`config.mk`:
```
export PLATFORM = sky130hd
export DESIGN_NAME = sifhTop
export DESIGN_NICKNAME = d
export VERILOG_FILES = /design/src/hdl/sifhPkg.sv /design/src/hdl/binBus.sv /design/src/hdl/histBuilder.sv /design/src/hdl/peakTracker.sv /design/src/hdl/sampleFilter.sv /design/src/hdl/sifhTop.sv /design/src/hdl/windowCalc.sv
export SDC_FILE = /design/constraint.sdc
export NUM_CORES = 1
export LEC_CHECK = 0
export BUFFER_PORTS_ARGS = -buffer_cell sky130_fd_sc_hd__buf_2
export CAP_MARGIN = 20
export CORE_MARGIN = 5
export CORE_UTILIZATION = 40
export DETAILED_ROUTE_END_ITERATION = 7
export MAX_ROUTING_LAYER = met4
export SLEW_MARGIN = 20
export SYNTH_ARGS = -nofsm -noshare
export SYNTH_HDL_FRONTEND = slang
export SYNTH_SLANG_ARGS = --single-unit
```
`constraint.sdc`:
```
create_clock -name clk -period 6.4 [get_ports clk]
set_input_delay 0.32 -clock clk [delete_from_list [all_inputs] [get_ports clk]]
set_output_delay 0.32 -clock clk [all_outputs]
set_load 0.01 [all_outputs]
```
`src/hdl/sifhPkg.sv`:
```
// Histogram peak finder shared definitions
// Frame dimensions, code widths, window constants and the pass state
package sifhPkg;

    // ************************************************************************
    // Widths and frame dimensions
    // ************************************************************************
    localparam int NP        = 12;          // Timestamp width
    localparam int NB        = 4;           // Bin index width
    localparam int PIXEL_NUM = 4;           // Pixels per acquisition
    localparam int DATA_NUM  = 4;           // Samples per pixel
    localparam int ACQ_NUM   = 2;           // Acquisitions per pass
    localparam int BIN_NUM   = 2 ** NB;     // Bins per pixel histogram
    localparam int CNT_W     = 8;           // Bin counter width

    // ************************************************************************
    // Fine window
    // ************************************************************************
    localparam int HALF_WIN = 2 ** (NB - 1);  // Half window in fine codes
    localparam int WIN      = 2 ** NB;        // Full window width
    localparam int WIN_TOP  = 2 ** NP - WIN;  // Highest legal window base

    // Types
    typedef logic [NP-1:0]    sampleT;   // Raw timestamp
    typedef logic [NB-1:0]    binT;      // Histogram bin
    typedef logic [1:0]       pixT;      // Pixel index
    typedef logic [CNT_W-1:0] countT;    // Bin occupancy

    // Which histogram is being built
    typedef enum logic {
        COARSE = 1'b0,   // Top NB bits of the code
        FINE   = 1'b1    // Offset inside the window
    } passT;

endpackage

```
`src/hdl/binBus.sv`:
```
// Bin update channel
// Carries each counted sample's new bin value from the histogram builder
// to the peak tracker
interface binBus;

    logic           upd;     // One cycle per counted sample
    sifhPkg::pixT   pix;     // Pixel of the update
    sifhPkg::binT   bin;     // Bin that was bumped
    sifhPkg::countT count;   // Its value after the bump

    // Builder side drives everything
    modport builder (
        output upd, pix, bin, count
    );

    // Tracker only watches
    modport tracker (
        input upd, pix, bin, count
    );

endinterface

```
`src/hdl/histBuilder.sv`:
```
// Histogram builder
// Bin memory with per-bin valid bits, read-increment-write per sample,
// sample/pixel/acquisition counters and coarse/fine pass sequencing
module histBuilder (
    input  logic          clk,
    input  logic          combin_res,
    input  logic          wrEn,
    input  logic          keep,
    input  sifhPkg::binT  bin,
    output sifhPkg::pixT  curPix,
    output sifhPkg::passT pass,
    output logic          busy,
    output logic          passEnd,
    binBus.builder        bus
);

    // ************************************************************************
    // Storage and counters
    // ************************************************************************
    sifhPkg::countT mem [sifhPkg::PIXEL_NUM * sifhPkg::BIN_NUM];   // Bin counts
    logic [sifhPkg::PIXEL_NUM*sifhPkg::BIN_NUM-1:0] validBits;       // Bin is live
    logic [$bits(sifhPkg::pixT)+sifhPkg::NB-1:0] addr;              // {pixel, bin}
    logic [$clog2(sifhPkg::DATA_NUM)-1:0] sampleCnt;               // Within a pixel
    logic [$clog2(sifhPkg::ACQ_NUM)-1:0]  acqCnt;                  // Within a pass

    logic           accept;       // Strobe taken this cycle
    logic           lastSample;   // Closes the pass
    sifhPkg::countT stored;
    sifhPkg::countT newCount;

    assign accept = wrEn && !busy;   // Busy is the only back-pressure
    assign addr   = {curPix, bin};
    assign stored = mem[addr];

    assign lastSample = accept
                     && (sampleCnt == sifhPkg::DATA_NUM - 1)
                     && (curPix == sifhPkg::PIXEL_NUM - 1)
                     && (acqCnt == sifhPkg::ACQ_NUM - 1);

    // Stale bins restart at one, live bins saturate
    always_comb begin
        if (!validBits[addr])
            newCount = sifhPkg::countT'(1);
        else if (stored == '1)
            newCount = stored;
        else
            newCount = stored + 1'b1;
    end

    // ************************************************************************
    // Control: counters, valid bits, pass FSM and drain
    // ************************************************************************
    always_ff @(posedge clk or negedge combin_res) begin
        if (!combin_res) begin
            sampleCnt <= '0;
            curPix    <= '0;
            acqCnt    <= '0;
            pass      <= sifhPkg::COARSE;
            busy      <= 1'b0;
            passEnd   <= 1'b0;
            validBits <= '0;
            bus.upd   <= 1'b0;
        end else begin
            bus.upd <= accept && keep;   // Dropped samples raise no event
            passEnd <= lastSample;

            if (accept) begin
                if (keep)
                    validBits[addr] <= 1'b1;
                if (sampleCnt == sifhPkg::DATA_NUM - 1) begin
                    sampleCnt <= '0;
                    if (curPix == sifhPkg::PIXEL_NUM - 1) begin
                        curPix <= '0;
                        if (acqCnt == sifhPkg::ACQ_NUM - 1)
                            acqCnt <= '0;     // Pass complete
                        else
                            acqCnt <= acqCnt + 1'b1;
                    end else begin
                        curPix <= curPix + 1'b1;
                    end
                end else begin
                    sampleCnt <= sampleCnt + 1'b1;
                end
            end

            // Two-cycle drain after the last sample
            if (lastSample) begin
                busy <= 1'b1;
            end else if (passEnd) begin
                validBits <= '0;              // Drain 1, wipe histogram
            end else if (busy) begin
                busy <= 1'b0;                 // Drain 2, next pass
                pass <= (pass == sifhPkg::COARSE) ? sifhPkg::FINE : sifhPkg::COARSE;
            end
        end
    end

    // Bin memory write
    always_ff @(posedge clk) begin
        if (accept && keep)
            mem[addr] <= newCount;
    end

    // Update event payload, qualified by upd
    always_ff @(posedge clk) begin
        if (accept && keep) begin
            bus.pix   <= curPix;
            bus.bin   <= bin;
            bus.count <= newCount;
        end
    end

endmodule

```
`src/hdl/peakTracker.sv`:
```
// Peak tracker
// Running maximum count and its bin per pixel, presented one cycle after
// the pass ends
module peakTracker (
    input  logic                                  clk,
    input  logic                                  combin_res,
    binBus.tracker                                bus,
    input  logic                                  passEnd,
    output sifhPkg::binT [sifhPkg::PIXEL_NUM-1:0] peakBin,
    output logic                                  peakValid
);

    sifhPkg::countT maxCnt [sifhPkg::PIXEL_NUM];   // Best count so far
    sifhPkg::binT   maxBin [sifhPkg::PIXEL_NUM];   // Bin that reached it first
    logic [sifhPkg::PIXEL_NUM-1:0]         hit;     // Update beats the max
    sifhPkg::binT [sifhPkg::PIXEL_NUM-1:0] nextBin; // Peak including this update

    // Strictly greater so ties keep the earlier bin
    always_comb begin
        for (int p = 0; p < sifhPkg::PIXEL_NUM; p++) begin
            hit[p]     = bus.upd && (bus.pix == p) && (bus.count > maxCnt[p]);
            nextBin[p] = hit[p] ? bus.bin : maxBin[p];
        end
    end

    always_ff @(posedge clk or negedge combin_res) begin
        if (!combin_res) begin
            peakBin   <= '0;
            peakValid <= 1'b0;
            for (int p = 0; p < sifhPkg::PIXEL_NUM; p++) begin
                maxCnt[p] <= '0;
                maxBin[p] <= '0;
            end
        end else begin
            peakValid <= passEnd;
            if (passEnd) begin
                peakBin <= nextBin;   // Last update lands with passEnd
                for (int p = 0; p < sifhPkg::PIXEL_NUM; p++) begin
                    maxCnt[p] <= '0;  // Fresh start for the next pass
                    maxBin[p] <= '0;
                end
            end else begin
                for (int p = 0; p < sifhPkg::PIXEL_NUM; p++) begin
                    if (hit[p]) begin
                        maxCnt[p] <= bus.count;
                        maxBin[p] <= bus.bin;
                    end
                end
            end
        end
    end

endmodule

```
`src/hdl/sampleFilter.sv`:
```
// Sample filter
// Maps a timestamp onto its histogram bin: top bits in the coarse pass,
// offset inside the pixel's window in the fine pass
module sampleFilter (
    input  sifhPkg::sampleT                          data,
    input  sifhPkg::passT                            pass,
    input  sifhPkg::pixT                             curPix,
    input  sifhPkg::sampleT [sifhPkg::PIXEL_NUM-1:0] winLow,
    output logic                                     keep,
    output sifhPkg::binT                             bin
);

    sifhPkg::sampleT base;     // Window start of the current pixel
    sifhPkg::sampleT offset;   // Distance from the window start

    assign base   = winLow[curPix];
    assign offset = data - base;   // Wraps when below base, caught by keep

    always_comb begin
        if (pass == sifhPkg::COARSE) begin
            bin  = data[sifhPkg::NP-1 -: sifhPkg::NB];   // Coarse code
            keep = 1'b1;
        end else begin
            bin  = offset[sifhPkg::NB-1:0];
            // Inside [base, base + WIN)
            keep = (data >= base) && (offset < sifhPkg::WIN);
        end
    end

endmodule

```
`src/hdl/sifhTop.sv`:
```
// Two-pass histogram peak finder
// Filter, histogram builder, peak tracker and window calculator in a loop,
// one result per pixel three cycles after a frame's last sample
module sifhTop (
    input  logic                                     clk,
    input  logic                                     combin_res,
    input  logic                                     wrEn,
    input  sifhPkg::sampleT                          data,
    output logic                                     busy,
    output sifhPkg::passT                            pass,
    output sifhPkg::sampleT [sifhPkg::PIXEL_NUM-1:0] result,
    output logic                                     resultValid
);

    logic                                     keep;       // Sample lands in a bin
    sifhPkg::binT                             bin;
    sifhPkg::pixT                             curPix;
    logic                                     passEnd;
    sifhPkg::binT [sifhPkg::PIXEL_NUM-1:0]    peakBin;
    logic                                     peakValid;
    sifhPkg::sampleT [sifhPkg::PIXEL_NUM-1:0] winLow;     // Feedback to the filter

    binBus updBus ();

    sampleFilter uFilter (
        .data   (data),
        .pass   (pass),
        .curPix (curPix),
        .winLow (winLow),
        .keep   (keep),
        .bin    (bin)
    );

    histBuilder uBuilder (
        .clk        (clk),
        .combin_res (combin_res),
        .wrEn       (wrEn),
        .keep       (keep),
        .bin        (bin),
        .curPix     (curPix),
        .pass       (pass),
        .busy       (busy),
        .passEnd    (passEnd),
        .bus        (updBus.builder)
    );

    peakTracker uTracker (
        .clk        (clk),
        .combin_res (combin_res),
        .bus        (updBus.tracker),
        .passEnd    (passEnd),
        .peakBin    (peakBin),
        .peakValid  (peakValid)
    );

    windowCalc uWindow (
        .clk         (clk),
        .combin_res  (combin_res),
        .pass        (pass),
        .peakBin     (peakBin),
        .peakValid   (peakValid),
        .winLow      (winLow),
        .result      (result),
        .resultValid (resultValid)
    );

endmodule

```
`src/hdl/windowCalc.sv`:
```
// Window calculator
// Coarse peaks become clamped fine window bases, fine peaks become results
module windowCalc (
    input  logic                                     clk,
    input  logic                                     combin_res,
    input  sifhPkg::passT                            pass,
    input  sifhPkg::binT [sifhPkg::PIXEL_NUM-1:0]    peakBin,
    input  logic                                     peakValid,
    output sifhPkg::sampleT [sifhPkg::PIXEL_NUM-1:0] winLow,
    output sifhPkg::sampleT [sifhPkg::PIXEL_NUM-1:0] result,
    output logic                                     resultValid
);

    sifhPkg::sampleT [sifhPkg::PIXEL_NUM-1:0] centre;   // Coarse peak in fine codes
    sifhPkg::sampleT [sifhPkg::PIXEL_NUM-1:0] base;     // Clamped window start

    always_comb begin
        for (int p = 0; p < sifhPkg::PIXEL_NUM; p++) begin
            centre[p] = {peakBin[p], {(sifhPkg::NP - sifhPkg::NB){1'b0}}};
            if (centre[p] <= sifhPkg::HALF_WIN)
                base[p] = '0;                                   // Pinned low
            else if (centre[p] >= sifhPkg::WIN_TOP)
                base[p] = sifhPkg::sampleT'(sifhPkg::WIN_TOP);  // Pinned high
            else
                base[p] = centre[p] - sifhPkg::sampleT'(sifhPkg::HALF_WIN);
        end
    end

    // ************************************************************************
    // Window hold and result strobe
    // ************************************************************************
    always_ff @(posedge clk or negedge combin_res) begin
        if (!combin_res) begin
            winLow      <= '0;
            resultValid <= 1'b0;
        end else begin
            resultValid <= peakValid && (pass == sifhPkg::FINE);
            if (peakValid && (pass == sifhPkg::COARSE))
                winLow <= base;   // Held through the fine pass
        end
    end

    // Result = window base + fine peak
    always_ff @(posedge clk) begin
        if (peakValid && (pass == sifhPkg::FINE)) begin
            for (int p = 0; p < sifhPkg::PIXEL_NUM; p++)
                result[p] <= winLow[p] + {{(sifhPkg::NP - sifhPkg::NB){1'b0}}, peakBin[p]};
        end
    end

endmodule

```
==> run_results.csv <==
group,metric,value,unit
sta,slew_violations,0,
pwr,power_density,437,nW/um^2
grt,antenna_found_initial,2,
logic_synthesis,yosysWarningCount,0,
detailed_routing,wirelength,103000,um
grt,grt-ovfl-total,0,
placement,pre_cts_slack,0.824,ns
clock_network,clock_sinks,721,
critical_path,worstPathRequired,6.77,ns
grt,grt_pass1_vias,20400,
clock_network,cts_resized,0,
clock_network,clock_latency,0.64,ns
critical_path,criticalPathCategory,"flip-flop to flip-flop",
die,die-width,286,um
die,die_h,286,um
logic_synthesis,synth.avg_cell_area,13.9,sq um
detailed_routing,num_vias,21000,
detailed_routing,vias_per_cell,6.24,
sta,fin_tns_setup,0,ns
flow_run,cap_violations,0,
sta,relSlewSlack,0.151,
sta,rsz0062_at_grt,"no",
placement,port_buffers,65,
critical_path,start_kind,"flip-flop",
critical_path,path_max_fanout,41,
detailed_routing,drt_iter0_drc,3085,
die,core,75600,sq um
clock_network,cts_setup_buffers,0,
logic_synthesis,syn_nets,2255,
die,fp-row-count,101,
clock_network,clkTransAtPathRegs,0.06,ns
die,dieArea,81500,sq um
sta,min_period_over_period,0.898,
critical_path,reg2reg_slack,0.65,ns
logic_synthesis,ys.flop_type,"edfxtp_1",
grt,grt_max_degree,96,
die,start_util,0.402,
pwr,p_leak,13.0,nW
sta,final-hold-violation-count,0,
finish,nets,2410,
critical_path,timing.rr.start,"uBuilder.pass",
placement,gp_congestion,1.01,
finish,drive_gt1_frac,0.171,
grt,grtUsageTotal,0.254,
grt,grt_pass1_wl,147000,um
detailed_routing,first_pass_iters,6,
critical_path,r2r_end,"uBuilder.mem[57][5]",
critical_path,worstSetupEndpointType,"flip-flop",
die,pin_count,66,
logic_synthesis,synth_cells,2178,
logic_synthesis,synth_cell_types,96,
sta,fin_skew,0.0399,ns
logic_synthesis,synth-edff-count,562,
detailed_routing,antenna_left,0,
placement,hpwl,67800,um
finish,fillers,6574,
pwr,ir_drop,0.331,mV
clock_network,h-tree-depth,3,
logic_synthesis,ys_seq_area_frac,0.687,
sta,fmax,174,MHz
clock_network,numCtsBuffers,75,
detailed_routing,drc,0,
clock_network,clock_path_buffers,3,
sta,period_minus_slack,5.75,ns
detailed_routing,wl_per_cell,30.6,um
worst_hold_path,hp-class,"primary input to async pin",
logic_synthesis,synthesis.area,30400,sq um
sta,setup_violations,0,
sta,postLayoutSetupSlackWorst,0.653,ns
clock_network,cts_tree,"yes",
critical_path,ff2ff_path_depth,13,
critical_path,cp.arrival,6.12,ns
clock_network,root_buffer,"clkbuf_16",
run_status,status,"completed",
logic_synthesis,async_flop_share,0.221,
sta,worst_pin_slew,1.27,ns
logic_synthesis,synth_seq_cells,721,
clock_network,ctsHoldBuffers,1,
finish,area_growth,15.6,%
worst max-delay path: stages (launching register included):
cell	delay [ns]
dfrtp_2	0.85
or4b_1	0.56
nand2_1	0.56
buf_4	0.38
a221o_1	0.18
a2111oi_0	0.08
nor3_1	0.55
a31oi_1	0.21
nand2_1	0.17
ha_1	0.19
nor2b_4	0.26
nand4_4	0.24
a21oi_4	0.67
buf_4	0.52
final cells by class:
cell class | instances | area [sq um] | area share
multi-input combinational | 1263 | 8650 | 0.246
inverter | 65 | 249 | 0.00709
clock inverter | 49 | 639 | 0.0182
antenna | 4 | 10.0 | 0.000285
timing repair buffer | 207 | 1510 | 0.0431
clock buffer | 87 | 1960 | 0.0559
sequential | 721 | 20900 | 0.594
tap | 978 | 1220 | 0.0349
cell families (layout without fill, tap and decap cells):
logic type	after synthesis	count (layout)	share of synthesized area
AND/OR/NAND/NOR	514	514	0.0799
adder cells (fa/ha/maj)	62	62	0.0258
flip-flops	721	721	0.687
other	0	4	0
multiplexers	111	111	0.0422
buffers and inverters	194	408	0.0326
XOR/XNOR	26	26	0.00750
AO/OA/AOI/OAI	550	550	0.125
registers in the layout (all words and copies together) (netlist names), 2 cells and up:
register	cells
uBuilder.mem	512
uTracker.maxCnt	32
uBuilder.curPix	2
uTracker.maxBin	16
uTracker.peakBin	16
uWindow.result	36
uWindow.winLow	20
uBuilder.bus.bin	4
uBuilder.bus.pix	2
uBuilder.sampleCnt	2
uBuilder.validBits	64
uBuilder.bus.count	8
per-stage QoR:
stage               utilization  cells  power (mW)  instance area, sq um  hold slack (ns)
detailed placement        0.430   3231        10.7                 32500            0.470
CTS                       0.464   3368        15.3                 35100            0.376
global placement          0.429   3230        10.6                 32400            0.458
floorplan                     -   2178        8.83                 30400           0.0244
finish                    0.464   3374        15.3                 35100            0.364
global route              0.464   3372        15.8                 35100            0.436
how the worst max path moves through the flow:
stage / from / slack, ns / depth (start not counted) / to
after floorplan: uBuilder.curPix[0] / 0.23 / 18 / uBuilder.bus.count[3]
after CTS: uBuilder.pass / 0.82 / 13 / uBuilder.mem[3][5]
after global placement: uBuilder.pass / 0.67 / 13 / uBuilder.mem[6][7]
after global routing: uBuilder.pass / 0.54 / 13 / uBuilder.mem[11][5]
final: uBuilder.pass / 0.65 / 13 / uBuilder.mem[57][5]
after detailed placement: uBuilder.pass / 0.82 / 13 / uBuilder.mem[24][5]
per-layer routing:
layer	vias up	wire, um	GRT usage
met5	-	0	-
met4	0	4820	0.105
met3	283	12600	0.0635
met2	1468	45900	0.379
met1	10600	39900	0.335
li1	8690	-	-
layout by cell type, fill, tap and decap left out, types with 22 or more instances in the layout:
cell type  instances
a21oi_1           86
a22oi_1           36
buf_2             64
buf_4            131
clkbuf_16         76
dfrtp_1          157
edfxtp_1         562
ha_1              61
inv_1             61
mux2_2            33
mux2i_1           63
nand2_1          166
nand3_1           44
nor2_1           142
nor3_1            56
o21a_1            39
o21ai_0           94
o221ai_1          22
o22ai_1           87
synthesized netlist by cell type (44+ instances only):
library cell	n	area share
a21oi_1	88	0.015
dfrtp_1	159	0.13
edfxtp_1	562	0.56
ha_1	61	0.025
inv_1	61	0.0075
mux2i_1	63	0.021
nand2_1	168	0.021
nand3_1	44	0.0073
nor2_1	146	0.018
nor3_1	57	0.0094
o21ai_0	94	0.015
o22ai_1	87	0.018
report_power, final:
part           total [mW]  switching [mW]  internal, mW
logic                4.19            3.07          1.12
clock network        4.60            1.89          2.71
registers            6.53           0.182          6.35
Power figures use the tool's default switching activity.
